File: config.mk
export PLATFORM = sky130hd
export DESIGN_NAME = cic_decimator
export DESIGN_NICKNAME = d
export VERILOG_FILES = /design/src/design/rx_dsp_pkg.sv /design/src/design/cic_decimator.sv
export SDC_FILE = /design/constraint.sdc
export NUM_CORES = 1
export LEC_CHECK = 0
export BUFFER_PORTS_ARGS = -buffer_cell sky130_fd_sc_hd__buf_2
export CAP_MARGIN = 20
export CORE_MARGIN = 5
export CORE_UTILIZATION = 30
export CTS_CLUSTER_SIZE = 30
export DETAILED_ROUTE_END_ITERATION = 8
export MAX_ROUTING_LAYER = met4
export PLACE_DENSITY_LB_ADDON = 0.12
export SYNTH_ARGS = -nofsm -noshare
export SYNTH_HDL_FRONTEND = slang
export SYNTH_SLANG_ARGS = --single-unit
File: constraint.sdc
create_clock -name clk_i -period 20.6 [get_ports clk_i]
set_clock_uncertainty 0.05 [all_clocks]
set_input_delay 6.18 -clock clk_i [delete_from_list [all_inputs] [get_ports clk_i]]
set_output_delay 6.18 -clock clk_i [all_outputs]
set_load 0.01 [all_outputs]
File: src/design/rx_dsp_pkg.sv
package rx_dsp_pkg;

    // -------------------------------------------------------------------------
    // sample format
    // -------------------------------------------------------------------------

    // width of one I or Q rail
    localparam int IQ_DW = 16;

    // one signed rail as it travels through the front end
    typedef logic signed [IQ_DW-1:0] iq_word_t;

    // -------------------------------------------------------------------------
    // mixer
    // -------------------------------------------------------------------------

    // the table peak sits just below 2^15, so shifting by 15 keeps unit gain
    localparam int MIX_FRAC_BITS = 15;

    // -------------------------------------------------------------------------
    // CIC decimator
    // -------------------------------------------------------------------------

    // integrator/comb pairs
    // the rate is fixed at 2, so the gain is 2^stages
    localparam int CIC_STAGES = 3;

endpackage

File: src/design/cic_decimator.sv
module cic_decimator
    import rx_dsp_pkg::*;
#(
    parameter int IQ_DW      = rx_dsp_pkg::IQ_DW,
    parameter int CIC_STAGES = rx_dsp_pkg::CIC_STAGES
) (
    input  logic     clk_i,
    input  logic     reset_ni,
    input  iq_word_t in_re_i,
    input  iq_word_t in_im_i,
    input  logic     in_valid_i,
    output iq_word_t out_re_o,
    output iq_word_t out_im_o,
    output logic     out_valid_o
);

    if (IQ_DW != $bits(iq_word_t)) begin : g_dw_check
        $error("cic_decimator: IQ_DW does not match iq_word_t");
    end

    // growth for rate 2 is one bit per stage
    localparam int ACC_DW    = IQ_DW + CIC_STAGES;
    localparam int NUM_RAILS = 2;

    logic signed [IQ_DW-1:0] rail_in  [NUM_RAILS];
    iq_word_t                rail_out [NUM_RAILS];
    // set once the odd sample of a pair has gone in
    logic                    dec_phase_q;
    logic                    comb_en_q;

    assign rail_in[0] = in_re_i;
    assign rail_in[1] = in_im_i;
    assign out_re_o   = rail_out[0];
    assign out_im_o   = rail_out[1];

    always_ff @(posedge clk_i) begin
        if (!reset_ni) begin
            dec_phase_q <= 1'b0;
            comb_en_q   <= 1'b0;
            out_valid_o <= 1'b0;
        end else begin
            if (in_valid_i) begin
                dec_phase_q <= ~dec_phase_q;
            end
            comb_en_q   <= in_valid_i && dec_phase_q;
            out_valid_o <= comb_en_q;
        end
    end

    for (genvar r = 0; r < NUM_RAILS; r++) begin : g_rail
        logic signed [ACC_DW-1:0] integ_q [CIC_STAGES];
        logic signed [ACC_DW-1:0] integ_d [CIC_STAGES];
        logic signed [ACC_DW-1:0] dly_q   [CIC_STAGES];
        logic signed [ACC_DW-1:0] comb_d  [CIC_STAGES];
        iq_word_t                 out_q;

        // integrators, whole chain settles in one cycle
        always_comb begin
            integ_d[0] = integ_q[0] + ACC_DW'(rail_in[r]);
            for (int k = 1; k < CIC_STAGES; k++) begin
                integ_d[k] = integ_q[k] + integ_d[k-1];
            end
        end

        // combs, differential delay 1
        always_comb begin
            comb_d[0] = integ_q[CIC_STAGES-1] - dly_q[0];
            for (int k = 1; k < CIC_STAGES; k++) begin
                comb_d[k] = comb_d[k-1] - dly_q[k];
            end
        end

        always_ff @(posedge clk_i) begin
            if (!reset_ni) begin
                for (int k = 0; k < CIC_STAGES; k++) begin
                    integ_q[k] <= '0;
                    dly_q[k]   <= '0;
                end
            end else begin
                if (in_valid_i) begin
                    integ_q <= integ_d;
                end
                if (comb_en_q) begin
                    dly_q[0] <= integ_q[CIC_STAGES-1];
                    for (int k = 1; k < CIC_STAGES; k++) begin
                        dly_q[k] <= comb_d[k-1];
                    end
                end
            end
        end

        // remove the 2^stages gain
        always_ff @(posedge clk_i) begin
            if (comb_en_q) begin
                out_q <= IQ_DW'(comb_d[CIC_STAGES-1] >>> CIC_STAGES);
            end
        end

        assign rail_out[r] = out_q;
    end

    a_out_valid_spaced: assert property (@(posedge clk_i) disable iff (!reset_ni)
        out_valid_o |=> !out_valid_o);

endmodule

## After elaboration in Yosys (flattened, before gate mapping)

Memories as Yosys holds them, arrays and structs flattened.
Index checks and enable logic that the tools add are counted.

| word-level totals | value |
|---|---|
| register bits | 149 |
| output and inout port bits | 33 |
| bits in writable memories | 114 |
| memories | 2 |

| cells by class | value |
|---|---|
| reduce and logical (&&, ||, !) cells | 1 |
| bitwise operators | 7 |
| multiplexer cells | 10 |
| add/sub/neg operators | 12 |

Memories:

| memory | depth | width | read ports | clocked after Yosys merged registers in | wr ports | RTL line | source |
|---|---|---|---|---|---|---|---|
| g_rail[0].dly_q | 3 | 19 | 3 | 0 | 3 | cic_decimator.sv:53 | `logic signed [ACC_DW-1:0] dly_q [CIC_STAGES];` |
| g_rail[1].dly_q | 3 | 19 | 3 | 0 | 3 | cic_decimator.sv:53 |  |

Operators by type and width:

| kind | count |
|---|---|
| 19-bit 2-to-1 mux | 6 |
| 19-bit subtractor | 6 |
| 19-bit adder | 4 |
| 19-bit by 16-bit adder with 19-bit output | 2 |
| 1-bit OR | 6 |
| 1-bit 2-to-1 mux | 4 |
| 1-bit logical AND | 1 |
| 1-bit NOT | 1 |

## Longest topological paths before layout

| depth | value |
|---|---|
| word-level depth | 4 |
| depth in mapped cells | 27 |
| depth with buffers taken out | 27 |

## Least setup slack after synthesis

Ideal clock, no wire load.

| timing | value |
|---|---|
| path type | input port to flip-flop |
| start | input port in_re_i[0] |
| end | register g_rail[0].integ_q[18] (netlist name) |
| path buffers | 0 |
| stages on the path | 24 |
| slack | 9461 ps |
| data arrival time | 10974 ps |
| cells stage by stage | ha_1 > fa_1 > a21o_1 > a221o_1 > o21ai_0 > nand2b_1 > a21oi_1 > xnor2_1 > ha_1 > a21o_1 > a21o_1 > a41o_1 > o311a_1 > o21a_1 > nor2_1 > xnor2_1 > ha_1 > nand3_1 > a2111oi_0 > nor2_1 > a211o_1 > xnor2_1 > and3_1 > o21a_1 |

RTL lines:

| what | RTL line | source |
|---|---|---|
| start, declared | cic_decimator.sv:9 | `input iq_word_t in_re_i,` |
| end signal, assigned | cic_decimator.sv:81 | `integ_q <= integ_d;` |
| end, declared | cic_decimator.sv:51 | `logic signed [ACC_DW-1:0] integ_q [CIC_STAGES];` |

==> Implementation_results.wiki <==
{| class="wikitable"
! Metric !! Value
|-
| Area of the core || 62850 um^2
|-
| Post-synthesis share of cell area spent on xor and xnor gates || 0.07913
|-
| Total detailed-routing wirelength || 38.39 mm
|-
| Remaining antenna violation count || 0
|-
| Cell area after technology mapping || 18970 um^2
|-
| Initial Utilization || 0.3019
|-
| Drc violations || 0
|-
| Drt wl/cell || 12.97 um
|-
| Average size of a mapped cell || 9.383 um^2
|-
| Number of instances resized during post-cts repair || 0
|-
| Top-Level Pins || 68
|-
| Clock transition at path regs || 0.06 ns
|-
| Worst max-slew margin expressed relative to the limit || 0.3795
|-
| Final-report max-slew violation count || 0
|-
| Kind of launch point of the worst setup path || primary input
|-
| Layout cells sized above 1 || 0.06812
|-
| Number of antenna cells inserted || 0
|-
| Hold Fails Final Rpt || 0
|-
| Clock net sink count || 263
|-
| Violation count after the first detailed-route iteration || 427
|-
| Final critical-path required period || 11.19 ns
|-
| Most used DFF post-synth || sky130_fd_sc_hd__edfxtp_1
|-
| Fmax || 0.08940 GHz
|-
| Max-cap check violation count || 0
|-
| Count of vias placed by the detailed router || 13440
|-
| Mapped Nets || 2284
|-
| Complex-gate fraction of the synthesized area || 0.1550
|-
| Die area || 68370 um^2
|-
| Final period utilization || 0.5430
|-
| Post-synthesis cell type with the largest combined area || sky130_fd_sc_hd__edfxtp_1
|-
| Area share of the largest cell type after synthesis || 0.2311
|-
| Number of input and output port buffers inserted || 67
|-
| Clock insertion delay at the later pin of the skew report || 0.55 ns
|-
| DR vias/cell || 4.539
|-
| Worst setup path category || in2reg
|-
| Most area-consuming cells after synthesis || sky130_fd_sc_hd__edfxtp_1 23%, sky130_fd_sc_hd__ha_1 14%, sky130_fd_sc_hd__dfxtp_1 12%, sky130_fd_sc_hd__xnor2_1 5.5%, sky130_fd_sc_hd__mux2i_1 4.0%
|-
| Via count of the first global-routing pass || 13280
|-
| Worst setup EP type || flop
|-
| Reg-to-reg setup timing slack || 14.76 ns
|-
| Final weighted congestion in routability-driven placement || 0.8107
|-
| Overall track demand over capacity in global routing || 0.1156
|-
| Number of cell rows || 92
|-
| Seq cells post-synth || 263
|-
| Area share of and/or/nand/nor cells after synthesis || 0.1728
|-
| Root buffer selected by CTS || sky130_fd_sc_hd__clkbuf_16
|-
| Sequential-to-total area share from yosys stat || 0.3545
|-
| Overall die width || 261.5 um
|-
| Total placed instance area || 20260 um^2
|-
| Data arrival time at the worst-slack endpoint || 11.57 ns
|-
| Largest net degree at the start of global routing || 72
|-
| Length of the first detailed-routing pass in iterations || 4
|-
| Total negative setup slack || 0 ns
|-
| Growth of design area from synthesis to finish || 12.64%
|-
| Wire length of the first global-routing pass || 64.90 mm
|-
| Num CTS Buffers || 36
|-
| Die Span Y || 261.5 um
|-
| Cells after Synth || 2022
|-
| Transition time at the pin with the least slew margin || 0.9308 ns
|-
| Number of endpoints failing setup at the final stage || 0
|-
| Fin Hold WS || 0.4332 ns
|-
| Multiplexer share of the synthesized area || 0.04128
|-
| Net count of the finished layout || 2349
|-
| Antenna violations before repair || 0
|-
| Number of levels in the clock H-tree || 2
|-
| Clock tree from TritonCTS || done
|-
| Total grt overflow || 0
|-
| Asr flop ratio synth || 0
|-
| DP Wirelength || 27.69 mm
|-
| Combinational family with the most area after synthesis || simple AND/OR/NAND/NOR gates
|-
| Hold-fix buffers at CTS || 0
|-
| Total non-filler cell area in the finished layout || 21370 um^2
|-
| Count of filler cells inserted in the layout || 6477
|-
| Yosys warns || 0
|-
| Peak fanout along the critical path || 6
|-
| Result of the run || finished clean
|-
| Netlist cell types || 67
|-
| Number of enable flip-flop cells after synthesis || 146
|-
| Max clock buf depth || 3
|-
| Required time reported for the critical path endpoint || 20.99 ns
|-
| Number of setup buffers added after CTS || 0
|-
| Top-count cell post-synth || sky130_fd_sc_hd__ha_1
|-
| Type of the tightest min-delay check || reg2reg
|-
| Unrepaired setup endpoints after global routing || false
|-
| Post-Synth Adder-Cell Area || 0.1537
|-
| Synth top cells by count || 217 x sky130_fd_sc_hd__ha_1, 171 x sky130_fd_sc_hd__inv_1, 146 x sky130_fd_sc_hd__edfxtp_1
|-
| Utilization of the core after routing || 0.3400
|}
==> metal layers <==
layer  wire length (um)  part of all wire  global-route usage  vias to the layer above
li1                   -                 -                   -                     7348
met1              19820              0.52              0.1549                     5911
met2              16380              0.43              0.1797                      120
met3               1236             0.032             0.02121                       57
met4                958             0.025             0.03314                        0
met5                  0                 0                   -                        -
==> sequential cells by signal, indices dropped and copies added, names as in the netlist <==
| name | flops |
|---|---|
| g_rail.dly_q | 114 |
| out_im_o | 16 |
| dec_phase_q | 1 |
| g_rail.integ_q | 114 |
| out_re_o | 16 |
| comb_en_q | 1 |
| out_valid_o | 1 |
==> layout by cell type, fill, tap and decap left out, drive strengths merged, types with 6 or more instances in the layout <==
master and instances:
xnor2 120, nor2b 116, a211oi 10, nor3 40, clkinv 13, buf 75, nand4b 8, fa 10
clkbuf 48, o31ai 10, a31oi 12, and2 64, xor2 41, and3 54, ha 217, o31a 6
o21ai 69, or2 8, nand3 38, a21oi 145, a211o 11, nor3b 10, o211ai 8, o21bai 21
nand2b 19, o21a 29, a21o 60, nor2 144, inv 173, dfxtp 117, nand2 79, o211a 11
nand4 11, edfxtp 146, mux2i 76, a21boi 17, or3 15
==> stage by stage <==
step | setup slack (ns) | std cells
floorplan | 9.461 | 2022
global placement | 8.898 | 2895
detailed placement | 8.868 | 2895
CTS | 9.461 | 2960
global route | 9.032 | 2960
finish | 9.414 | 2960
==> kinds of logic after synthesis <==
logic type / count (synthesis)
multiplexers: 78
buffers and inverters: 220
flip-flops: 263
XOR/XNOR: 165
AND/OR/NAND/NOR: 619
adder cells (fa/ha/maj): 227
AO/OA/AOI/OAI: 450
==> cell type report <==
cell class,count,area [um^2],share of cell area
timing repair buffer,75,404.1,0.01891
multi-input combinational,1539,11430,0.5347
sequential,263,6728,0.3148
clock inverter,17,140.1,0.006557
tap,846,1059,0.04953
clock buffer,48,967.2,0.04526
inverter,172,645.6,0.03021
==> critical path: stages <==
cell	delay (ns)
sky130_fd_sc_hd__buf_2	0.10
sky130_fd_sc_hd__ha_1	0.21
sky130_fd_sc_hd__fa_1	0.40
sky130_fd_sc_hd__a21o_1	0.19
sky130_fd_sc_hd__a221o_1	0.37
sky130_fd_sc_hd__o21ai_0	0.17
sky130_fd_sc_hd__nand2b_1	0.07
sky130_fd_sc_hd__a21oi_1	0.17
sky130_fd_sc_hd__xnor2_1	0.17
sky130_fd_sc_hd__ha_1	0.34
sky130_fd_sc_hd__a21o_1	0.19
sky130_fd_sc_hd__a21o_1	0.17
sky130_fd_sc_hd__a41o_1	0.24
sky130_fd_sc_hd__o311a_1	0.36
sky130_fd_sc_hd__o21a_1	0.20
sky130_fd_sc_hd__nor2_1	0.11
sky130_fd_sc_hd__xnor2_1	0.10
sky130_fd_sc_hd__ha_1	0.38
sky130_fd_sc_hd__nand3_1	0.09
sky130_fd_sc_hd__a2111oi_0	0.47
sky130_fd_sc_hd__nor2_1	0.11
sky130_fd_sc_hd__a211o_1	0.29
sky130_fd_sc_hd__xnor2_1	0.14
sky130_fd_sc_hd__and3_1	0.18
sky130_fd_sc_hd__o21a_1	0.16
==> final timing paths <==
path	start	end	cells past startpoint
worst max-delay path	in_re_i[0]	g_rail[0].integ_q[18]	25
worst min-delay path	g_rail[1].integ_q[54]	g_rail[1].integ_q[54]	2
worst max register to register	g_rail[1].dly_q[0][1]	out_im_o[15]	25
worst min register to register	g_rail[1].integ_q[54]	g_rail[1].integ_q[54]	2
Power is left out: the tool's default activity adds up to more than one toggle a clock period on the data nets, which glitch-free logic cannot reach.
